$ cat src/design/axi_rd_pkg.sv
`default_nettype none

package axi_rd_pkg;

	// Bus word
	localparam int DATA_W    = 64;
	localparam int BUS_BYTES = DATA_W / 8;
	localparam int OFFSET_W  = $clog2(BUS_BYTES); // In-word byte offset

	// AXI4 field widths
	localparam int AXI_LEN_W    = 8;
	localparam int AXI_SIZE_W   = 3;
	localparam int AXI_RESP_W   = 2;
	localparam int AXI_BURST_W  = 2;
	localparam int AXI_PROT_W   = 3;
	localparam int AXI_CACHE_W  = 4;
	localparam int AXI_QOS_W    = 4;
	localparam int AXI_REGION_W = 4;
	localparam int AXI_USER_W   = 1;

	localparam logic [AXI_BURST_W-1:0] BURST_INCR = 2'b01;

	localparam logic [AXI_RESP_W-1:0] RESP_OKAY   = 2'b00;
	localparam logic [AXI_RESP_W-1:0] RESP_SLVERR = 2'b10;

	// CPU access size, 1/2/4/8 bytes
	typedef enum logic [1:0] {
		BYTE  = 2'b00,
		HALF  = 2'b01,
		WORD  = 2'b10,
		DWORD = 2'b11
	} acc_size_e;

endpackage

`default_nettype wire

$ cat src/design/rd_beat_if.sv
`timescale 1ns/1ps
`default_nettype none

interface rd_beat_if;
	import axi_rd_pkg::*;

	logic                  beat_valid; // One cycle per R handshake
	logic [DATA_W-1:0]     data;
	logic [AXI_RESP_W-1:0] resp;
	logic                  last;

	// Held for the whole transaction
	logic [OFFSET_W-1:0]   offset;
	acc_size_e             size;

	modport src (
		output beat_valid, data, resp, last, offset, size
	);

	modport dst (
		input beat_valid, data, resp, last, offset, size
	);

endinterface

`default_nettype wire

$ cat src/design/axi_read_ctrl.sv
`timescale 1ns/1ps
`default_nettype none

module axi_read_ctrl #(
	parameter int ADDR_W = 32,
	parameter int ID_W   = 4
) (
	input  wire                                    clk,
	input  wire                                    reset_n,

	input  wire                                    cpu_ar_valid_i,
	input  wire [ID_W-1:0]                         cpu_id_i,
	input  wire [ADDR_W-1:0]                       cpu_addr_i,
	input  wire [axi_rd_pkg::AXI_LEN_W-1:0]        cpu_len_i,
	input  wire axi_rd_pkg::acc_size_e             cpu_size_i,
	output logic                                   cpu_ar_ready_o,

	output logic                                   axi_ar_valid_o,
	input  wire                                    axi_ar_ready_i,
	output logic [ID_W-1:0]                        axi_ar_id_o,
	output logic [ADDR_W-1:0]                      axi_ar_addr_o,
	output logic [axi_rd_pkg::AXI_LEN_W-1:0]       axi_ar_len_o,
	output logic [axi_rd_pkg::AXI_SIZE_W-1:0]      axi_ar_size_o,
	output logic [axi_rd_pkg::AXI_BURST_W-1:0]     axi_ar_burst_o,
	output logic [axi_rd_pkg::AXI_PROT_W-1:0]      axi_ar_prot_o,
	output logic                                   axi_ar_lock_o,
	output logic [axi_rd_pkg::AXI_CACHE_W-1:0]     axi_ar_cache_o,
	output logic [axi_rd_pkg::AXI_QOS_W-1:0]       axi_ar_qos_o,
	output logic [axi_rd_pkg::AXI_REGION_W-1:0]    axi_ar_region_o,
	output logic [axi_rd_pkg::AXI_USER_W-1:0]      axi_ar_user_o,

	output logic                                   axi_r_ready_o,
	input  wire                                    axi_r_valid_i,
	input  wire [axi_rd_pkg::DATA_W-1:0]           axi_r_data_i,
	input  wire [axi_rd_pkg::AXI_RESP_W-1:0]       axi_r_resp_i,
	input  wire                                    axi_r_last_i,

	rd_beat_if.src                                 beat_o
);
	import axi_rd_pkg::*;

	typedef enum logic [1:0] {
		IDLE = 2'b00,
		ADDR = 2'b01,
		DATA = 2'b10
	} state_e;

	state_e state;
	state_e state_nxt;

	logic                  accept;
	logic                  ar_hs;
	logic                  r_hs;
	logic [AXI_SIZE_W-1:0] ar_size_nxt;

	logic [OFFSET_W-1:0]   ctx_offset;
	acc_size_e             ctx_size;

	assign cpu_ar_ready_o = (state == IDLE);
	assign axi_ar_valid_o = (state == ADDR);
	assign axi_r_ready_o  = (state == DATA);

	assign accept = cpu_ar_valid_i & cpu_ar_ready_o;
	assign ar_hs  = axi_ar_valid_o & axi_ar_ready_i;
	assign r_hs   = axi_r_valid_i & axi_r_ready_o;

	// Fixed AR attributes
	assign axi_ar_burst_o  = BURST_INCR;
	assign axi_ar_prot_o   = '0;
	assign axi_ar_lock_o   = 1'b0;
	assign axi_ar_cache_o  = '0;
	assign axi_ar_qos_o    = '0;
	assign axi_ar_region_o = '0;
	assign axi_ar_user_o   = '0;

	always_comb begin
		ar_size_nxt = 3'd0;
		case (cpu_size_i)
			BYTE:  ar_size_nxt = 3'd0;
			HALF:  ar_size_nxt = 3'd1;
			WORD:  ar_size_nxt = 3'd2;
			DWORD: ar_size_nxt = 3'd3;
			default: ar_size_nxt = 3'd0;
		endcase
	end

	always_comb begin
		state_nxt = state;
		case (state)
			IDLE: if (accept) state_nxt = ADDR;
			ADDR: if (ar_hs) state_nxt = DATA;
			DATA: if (r_hs && axi_r_last_i) state_nxt = IDLE;
			default: state_nxt = IDLE;
		endcase
	end

	always_ff @(posedge clk) begin
		if (!reset_n) begin
			state <= IDLE;
		end else begin
			state <= state_nxt;
		end
	end

	// Request capture, address aligned down to the bus word
	always_ff @(posedge clk) begin
		if (accept) begin
			axi_ar_id_o   <= cpu_id_i;
			axi_ar_addr_o <= {cpu_addr_i[ADDR_W-1:OFFSET_W], {OFFSET_W{1'b0}}};
			axi_ar_len_o  <= cpu_len_i;
			axi_ar_size_o <= ar_size_nxt;
			ctx_offset    <= cpu_addr_i[OFFSET_W-1:0];
			ctx_size      <= cpu_size_i;
		end
	end

	assign beat_o.beat_valid = r_hs;
	assign beat_o.data       = axi_r_data_i;
	assign beat_o.resp       = axi_r_resp_i;
	assign beat_o.last       = axi_r_last_i;
	assign beat_o.offset     = ctx_offset;
	assign beat_o.size       = ctx_size;

	// AR payload must hold while the slave stalls
	ar_stable_a: assert property (@(posedge clk) disable iff (!reset_n)
		(axi_ar_valid_o && !axi_ar_ready_i) |=>
			$stable({axi_ar_id_o, axi_ar_addr_o, axi_ar_len_o, axi_ar_size_o}));

	// R ready opens only after the AR handshake
	r_ready_after_ar_a: assert property (@(posedge clk) disable iff (!reset_n)
		$rose(axi_r_ready_o) |-> $past(ar_hs));

	// A beat needs the AR phase first
	no_beat_in_idle_a: assert property (@(posedge clk) disable iff (!reset_n)
		beat_o.beat_valid |-> ($past(state) != IDLE));

endmodule

`default_nettype wire

$ cat src/design/rd_data_align.sv
`timescale 1ns/1ps
`default_nettype none

module rd_data_align (
	input  wire                                clk,
	input  wire                                reset_n,

	rd_beat_if.dst                             beat_i,

	output logic                               cpu_r_valid_o,
	output logic [axi_rd_pkg::DATA_W-1:0]      cpu_r_data_o,
	output logic [axi_rd_pkg::AXI_RESP_W-1:0]  cpu_r_resp_o,
	output logic                               cpu_r_last_o
);
	import axi_rd_pkg::*;

	logic [BUS_BYTES-1:0]      base_lanes;
	logic [BUS_BYTES-1:0]      lane_en;
	logic [OFFSET_W:0]         span_bytes;
	logic [DATA_W-1:0]         bit_mask;

	always_comb begin
		base_lanes = '0;
		span_bytes = '0;
		case (beat_i.size)
			BYTE: begin
				base_lanes = 8'h01;
				span_bytes = 4'd1;
			end
			HALF: begin
				base_lanes = 8'h03;
				span_bytes = 4'd2;
			end
			WORD: begin
				base_lanes = 8'h0f;
				span_bytes = 4'd4;
			end
			DWORD: begin
				base_lanes = 8'hff;
				span_bytes = 4'd8;
			end
			default: begin
				base_lanes = '0;
				span_bytes = '0;
			end
		endcase
	end

	assign lane_en = base_lanes << beat_i.offset; // Data stays in its lanes

	always_comb begin
		for (int i = 0; i < BUS_BYTES; i++) begin
			bit_mask[i*8 +: 8] = {8{lane_en[i]}};
		end
	end

	always_ff @(posedge clk) begin
		if (!reset_n) begin
			cpu_r_valid_o <= 1'b0;
			cpu_r_last_o  <= 1'b0;
		end else begin
			cpu_r_valid_o <= beat_i.beat_valid;
			cpu_r_last_o  <= beat_i.beat_valid & beat_i.last;
		end
	end

	always_ff @(posedge clk) begin
		if (beat_i.beat_valid) begin
			cpu_r_data_o <= beat_i.data & bit_mask;
			cpu_r_resp_o <= beat_i.resp;
		end
	end

	// Misaligned access would spill into the next word
	span_in_word_a: assert property (@(posedge clk) disable iff (!reset_n)
		beat_i.beat_valid |-> ({1'b0, beat_i.offset} + span_bytes) <= BUS_BYTES);

endmodule

`default_nettype wire

$ cat src/design/axi_read_top.sv
`timescale 1ns/1ps
`default_nettype none

module axi_read_top #(
	parameter int ADDR_W = 32,
	parameter int ID_W   = 4
) (
	input  wire                                    clk,
	input  wire                                    reset_n,

	// CPU request
	input  wire                                    cpu_ar_valid_i,
	input  wire [ID_W-1:0]                         cpu_id_i,
	input  wire [ADDR_W-1:0]                       cpu_addr_i,
	input  wire [axi_rd_pkg::AXI_LEN_W-1:0]        cpu_len_i,
	input  wire axi_rd_pkg::acc_size_e             cpu_size_i,
	output logic                                   cpu_ar_ready_o,

	// CPU read data
	output logic                                   cpu_r_valid_o,
	output logic [axi_rd_pkg::DATA_W-1:0]          cpu_r_data_o,
	output logic [axi_rd_pkg::AXI_RESP_W-1:0]      cpu_r_resp_o,
	output logic                                   cpu_r_last_o,

	// AXI AR
	output logic                                   axi_ar_valid_o,
	input  wire                                    axi_ar_ready_i,
	output logic [ID_W-1:0]                        axi_ar_id_o,
	output logic [ADDR_W-1:0]                      axi_ar_addr_o,
	output logic [axi_rd_pkg::AXI_LEN_W-1:0]       axi_ar_len_o,
	output logic [axi_rd_pkg::AXI_SIZE_W-1:0]      axi_ar_size_o,
	output logic [axi_rd_pkg::AXI_BURST_W-1:0]     axi_ar_burst_o,
	output logic [axi_rd_pkg::AXI_PROT_W-1:0]      axi_ar_prot_o,
	output logic                                   axi_ar_lock_o,
	output logic [axi_rd_pkg::AXI_CACHE_W-1:0]     axi_ar_cache_o,
	output logic [axi_rd_pkg::AXI_QOS_W-1:0]       axi_ar_qos_o,
	output logic [axi_rd_pkg::AXI_REGION_W-1:0]    axi_ar_region_o,
	output logic [axi_rd_pkg::AXI_USER_W-1:0]      axi_ar_user_o,

	// AXI R
	output logic                                   axi_r_ready_o,
	input  wire                                    axi_r_valid_i,
	input  wire [axi_rd_pkg::DATA_W-1:0]           axi_r_data_i,
	input  wire [axi_rd_pkg::AXI_RESP_W-1:0]       axi_r_resp_i,
	input  wire                                    axi_r_last_i,
	input  wire [ID_W-1:0]                         axi_r_id_i
);

	rd_beat_if rd_beat_if_i ();

	axi_read_ctrl #(
		.ADDR_W (ADDR_W),
		.ID_W   (ID_W)
	) axi_read_ctrl_i (
		.clk             (clk),
		.reset_n         (reset_n),
		.cpu_ar_valid_i  (cpu_ar_valid_i),
		.cpu_id_i        (cpu_id_i),
		.cpu_addr_i      (cpu_addr_i),
		.cpu_len_i       (cpu_len_i),
		.cpu_size_i      (cpu_size_i),
		.cpu_ar_ready_o  (cpu_ar_ready_o),
		.axi_ar_valid_o  (axi_ar_valid_o),
		.axi_ar_ready_i  (axi_ar_ready_i),
		.axi_ar_id_o     (axi_ar_id_o),
		.axi_ar_addr_o   (axi_ar_addr_o),
		.axi_ar_len_o    (axi_ar_len_o),
		.axi_ar_size_o   (axi_ar_size_o),
		.axi_ar_burst_o  (axi_ar_burst_o),
		.axi_ar_prot_o   (axi_ar_prot_o),
		.axi_ar_lock_o   (axi_ar_lock_o),
		.axi_ar_cache_o  (axi_ar_cache_o),
		.axi_ar_qos_o    (axi_ar_qos_o),
		.axi_ar_region_o (axi_ar_region_o),
		.axi_ar_user_o   (axi_ar_user_o),
		.axi_r_ready_o   (axi_r_ready_o),
		.axi_r_valid_i   (axi_r_valid_i),
		.axi_r_data_i    (axi_r_data_i),
		.axi_r_resp_i    (axi_r_resp_i),
		.axi_r_last_i    (axi_r_last_i),
		.beat_o          (rd_beat_if_i.src)
	);

	rd_data_align rd_data_align_i (
		.clk           (clk),
		.reset_n       (reset_n),
		.beat_i        (rd_beat_if_i.dst),
		.cpu_r_valid_o (cpu_r_valid_o),
		.cpu_r_data_o  (cpu_r_data_o),
		.cpu_r_resp_o  (cpu_r_resp_o),
		.cpu_r_last_o  (cpu_r_last_o)
	);

	// Single outstanding read, so every beat must carry the issued id
	r_id_match_a: assert property (@(posedge clk) disable iff (!reset_n)
		(axi_r_valid_i && axi_r_ready_o) |-> (axi_r_id_i == axi_ar_id_o));

endmodule

`default_nettype wire

$ cat config.mk
export PLATFORM = sky130hd
export DESIGN_NAME = axi_read_top
export DESIGN_NICKNAME = d
export VERILOG_FILES = /design/src/design/axi_rd_pkg.sv /design/src/design/rd_beat_if.sv /design/src/design/axi_read_ctrl.sv /design/src/design/rd_data_align.sv /design/src/design/axi_read_top.sv
export SDC_FILE = /design/constraint.sdc
export NUM_CORES = 1
export LEC_CHECK = 0
export BUFFER_PORTS_ARGS = -buffer_cell sky130_fd_sc_hd__buf_2
export CAP_MARGIN = 5
export CORE_UTILIZATION = 25
export DETAILED_ROUTE_END_ITERATION = 10
export HOLD_SLACK_MARGIN = 0.05
export PLACE_DENSITY = 0.55
export SYNTH_ARGS = -nofsm -noshare
export SYNTH_HDL_FRONTEND = slang
export SYNTH_HIERARCHICAL = 1
export SYNTH_SLANG_ARGS = --single-unit
export TNS_END_PERCENT = 30
$ cat constraint.sdc
create_clock -name clk -period 4.16 [get_ports clk]
set_input_delay 0.416 -clock clk [delete_from_list [all_inputs] [get_ports clk]]
set_output_delay 0.416 -clock clk [all_outputs]
set_load 0.05 [all_outputs]
# After elaboration in Yosys (flattened, before gate mapping)
# Cells that the tools add are included.
# totals
input_bits,122
output_inout_bits,137
regBits,119
wordCells,39
# classes
muxes,6
n_bitwise,5
n_reduce_logical,5
n_shift,1
n_eq_ne,11
# op_table
op,n
64-bit AND,1
8-bit case mux with 4 select lines,1
3-bit case mux with 4 select lines,1
"2-bit equality test, second input constant",5
8-bit by 3-bit << shifter with 8-bit output,1
"2-bit by 1-bit equality test with 1-bit output, second input constant",3
2-bit zero test,3
2-bit two-way mux,3
"2-bit != test, second input constant",3
2-bit case mux with 3 select lines,1
1-bit AND,4
3-bit AND reduction,1
1-bit logical AND,1

# Depth between registers and ports, before layout
# depth
ltp_word,5
ltp_mapped,4
ltp_nobuf,3

# Cells and area by module
# Netlist, hierarchy kept.
# by_module_without_submodules
module,seq_area_each_um2,instances,area_per_inst_um2,cells_per_inst
rd_data_align,2021.9,1,2646.3,164
axi_read_ctrl,1481.4,1,2235.9,155

# Worst setup path after synthesis
# Ideal clock, no wire load.
# synth_timing
path_type,reg2reg
startpoint,reg axi_read_ctrl_i.state[1]
endpoint,reg rd_data_align_i/cpu_r_data_o[0] (netlist name) (enable)
setup_ns,0.432
period_less_slack_ns,3.260
arrival_time_ns,2.828
path_stages_with_launch,3
path_buffers,0
slack_ns,0.900
required_ns,3.728
cell_sequence,dfxtp_1 nor2b_1 and2_1
# synth_via
elab_chain_cells,2
# synth_lines
item,line_no,source
start: declaration,axi_read_ctrl.sv:48,state_e state;
start signal: assignment,axi_read_ctrl.sv:101,state <= state_nxt;
2-bit equality test,axi_read_ctrl.sv:61,assign axi_r_ready_o = (state == DATA);
named net axi_r_ready_o,axi_read_top.sv:41,"output logic axi_r_ready_o,"
1-bit AND,axi_read_ctrl.sv:65,assign r_hs = axi_r_valid_i & axi_r_ready_o;
named net rd_beat_if_i.beat_valid,rd_beat_if.sv:7,logic beat_valid;
end signal: assignment,rd_data_align.sv:69,cpu_r_data_o <= beat_i.data & bit_mask;
end: declaration,rd_data_align.sv:11,"output logic [axi_rd_pkg::DATA_W-1:0] cpu_r_data_o,"
# The timed path passes the listed nets, and every way through them passes these cells.
# A chain may end at the register's enable or synchronous reset.

# Final worst setup path
# layout_timing
startpoint,"reg axi_read_ctrl_i.ctx_offset[1], in the netlist axi_read_ctrl_i/beat_o.offset[1]"
endpoint,"reg rd_data_align_i/cpu_r_data_o[33] (netlist name), data pin"
# layout_via
elab_chain_cells,2
# layout_lines
item,line_no,source
start: declaration,axi_read_ctrl.sv:56,logic [OFFSET_W-1:0] ctx_offset;
start signal: assignment,axi_read_ctrl.sv:112,ctx_offset <= cpu_addr_i[OFFSET_W-1:0];
8-bit by 3-bit << shifter with 8-bit output,rd_data_align.sv:49,assign lane_en = base_lanes << beat_i.offset;
64-bit AND,rd_data_align.sv:69,
# Every way passes these cells.

==> impl_metrics.toml <==
[critical_path]
regToRegEndpoint = "rd_data_align_i/cpu_r_data_o[33]"
crit_type = "reg2reg"
slowest_delay_ps = 560
startpoint = "axi_read_ctrl_i/beat_o.offset[1]"
startpoint_type = "register"
end_kind = "register"
critPathSlowestCell = "edfxtp_1"
required_ps = 4280
cp.arrival_ps = 1970
r2r_start = "axi_read_ctrl_i/beat_o.offset[1]"
worst-path-max-fanout = 12
ff2ff_setup_slack_ps = 2310
crit_chain = "and2_1, o21ai_0, a21boi_0"
rr_worst_depth = 3

[cts]
post-cts-setup-buffer-count = 0
htreeDepth = 4
clk_pin_slew_ps = 60
cts_buffer_depth = 2
cts_resized = 0
clock-sinks = 118
clockRootBuffer = "clkbuf_16"
cts_tree = "done"
insertion_delay_ps = 410
cts_hold_buf = 0
cts_buffers = 17

[job]
cap_viol_max_count = 0

[sta]
relSlewSlack_pct = 26.06
setup_tns_ps = 0
fin_crit_sh_pct = 44.57
hold_viol = 0
setup_viol = 0
clock_skew_ps = 8.172
final.setup.worst_slack_ps = 2306
fin_crit_ps = 1854
rsz0062_at_grt = "false"
max_freq_ghz = 0.5393
max_slew.worst_pin.slew_ps = 1109
slew_violations = 0

[cells_and_area]
finish.instance_area_um2 = 6307
area_delta_synth_final_pct = 29.19
final_common_cell = "buf_2"
layout_common_cells = "231 x buf_2, 114 x edfxtp_1, 50 x and2_1"
drive_gt1_share_pct = 53.35
final_nets = 617
diodes = 0

[yosys]
synth.avg_cell_area_um2 = 15.30
ys_seq_area_share_pct = 71.76
synth_top_area_share_pct = 70.12
yosys.area.top_type = "edfxtp_1"
ys_types = 28
syn-instance-count = 319
synth-seq-cells = 118
synth-edff-count = 114
synth_area_um2 = 4882
ys.flop_type = "edfxtp_1"
yosysWarnings = 6
synthTopCellsByArea = "edfxtp_1 70%, buf_4 14%, and2_1 6.7%"
synthArstFlopShare_pct = 0

[grt]
grt_pass1_vias = 2906
grt_max_degree = 69
grt_overflow = 0
grt_pass1_wl_um = 15210
grtUsageTotal_pct = 10.29
antenna_found_initial = 3

[place]
numPortBuffers = 231
detailedPlace.worstSlack_ps = 2295
place_area_um2 = 5742
place_congestion = 0.7266
dp_hpwl_um = 7677

[drt]
vias = 2859
drc = 0
routed_wirelength_um = 10320
routedWlPerCell_um = 13.44
routed_via_density = 3.723
drt_pass1_iterations = 4
drt-initial-drc-count = 60
ant_nets = 0

[floorplan]
ios = 259
start_util_pct = 25.84
die_x_um = 141.7
core_um2 = 18890
die_h_um = 141.7
row_count = 50
die-area_um2 = 20090

[min_path]
hp-class = "in2reg"
hold_depth = 1
min_to = "axi_read_ctrl_i/axi_ar_len_o[2]"
holdCritStartpoint = "cpu_len_i[2]"

[power]
ir_drop_mv = 0.2565
power_density_nw_per_um2 = 501.4
p_leak_nw = 2.667

[outcome]
status = "finished, final reports clean"
## report_power, final
part	internal (mW)	total, mW	switching, mW	leakage [nW]
Clock	0.877	1.40	0.528	0.271
Combinational	0.0948	0.370	0.276	1.29
Sequential	1.37	1.39	0.0218	1.11
Total	2.34	3.16	0.825	2.67
## per-stage QoR
step                      util, %  hold WS, ps  std cells  total power [mW]
after detailed placement    30.39        472.8        736             1.788
after global routing        33.38        148.4        768             3.287
final                       33.38        175.4        768             3.163
after floorplan                 -        436.3        340             1.731
after CTS                   33.38        153.7        768             3.214
after global placement      30.39        450.3        736             1.780
## cell usage after synthesis (3+ instances only)
library cell	instances
edfxtp_1	114
buf_4	93
and2_1	52
and3_1	9
a21boi_0	8
dfxtp_1	4
nor2b_1	4
nor2_1	3
nor3_1	3
## metal layers
metal | up-vias | global-route usage, % | wire length, um | share of wire, %
li1 | 1362 | - | - | -
met3 | 13 | 5.164 | 1152 | 11
met2 | 178 | 17.03 | 4912 | 48
met5 | - | 0 | 31 | 0.30
met1 | 1302 | 10.95 | 4112 | 40
met4 | 4 | 4.754 | 114 | 1.1
## kinds of logic after synthesis
kind of cell	share of synthesized area (%)
compound gates	3.537
buf+inv	14.79
flops	71.76
mux	0.2050
other cells	0.1538
simple gates	9.559
## worst max path at each step
stage / slack, ps / depth (start not counted) / endpoint
2_1_floorplan: 900 / 2 / rd_data_align_i/cpu_r_data_o[0]
4_1_cts: 2300 / 3 / rd_data_align_i/cpu_r_data_o[24]
3_5_place_dp: 2300 / 2 / axi_read_ctrl_i/axi_ar_addr_o[15]
6_report: 2310 / 3 / rd_data_align_i/cpu_r_data_o[33]
5_1_grt: 2170 / 3 / rd_data_align_i/cpu_r_data_o[34]
3_3_place_gp: 2380 / 3 / rd_data_align_i/cpu_r_data_o[2]
## final cells by class
cell class                 count  area (um^2)
inverter                       3        11.26
tap                          260        325.3
fill                        1919        12590
timing repair buffer         232         1164
clock inverter                13        132.6
sequential                   118         3503
multi-input combinational    123        738.2
clock buffer                  19        432.9
## critical path, delay by kind of cell, from the launching register on
kind,cells,cell delay (ps)
compound gates,2,750
simple gates,1,260
flops,1,560
## sequential cells by signal (all words and copies together) (netlist names), 2 cells and up
register,flops
axi_read_ctrl_i/axi_ar_size_o,2
axi_read_ctrl_i/beat_o.size,2
rd_data_align_i/cpu_r_resp_o,2
axi_read_ctrl_i/axi_ar_id_o,4
axi_read_ctrl_i/beat_o.offset,3
axi_read_ctrl_i/axi_ar_addr_o,29
rd_data_align_i/cpu_r_data_o,64
axi_read_ctrl_i/axi_ar_len_o,8
axi_read_ctrl_i/state,2
No activity file was read; power rests on OpenSTA's default activity.
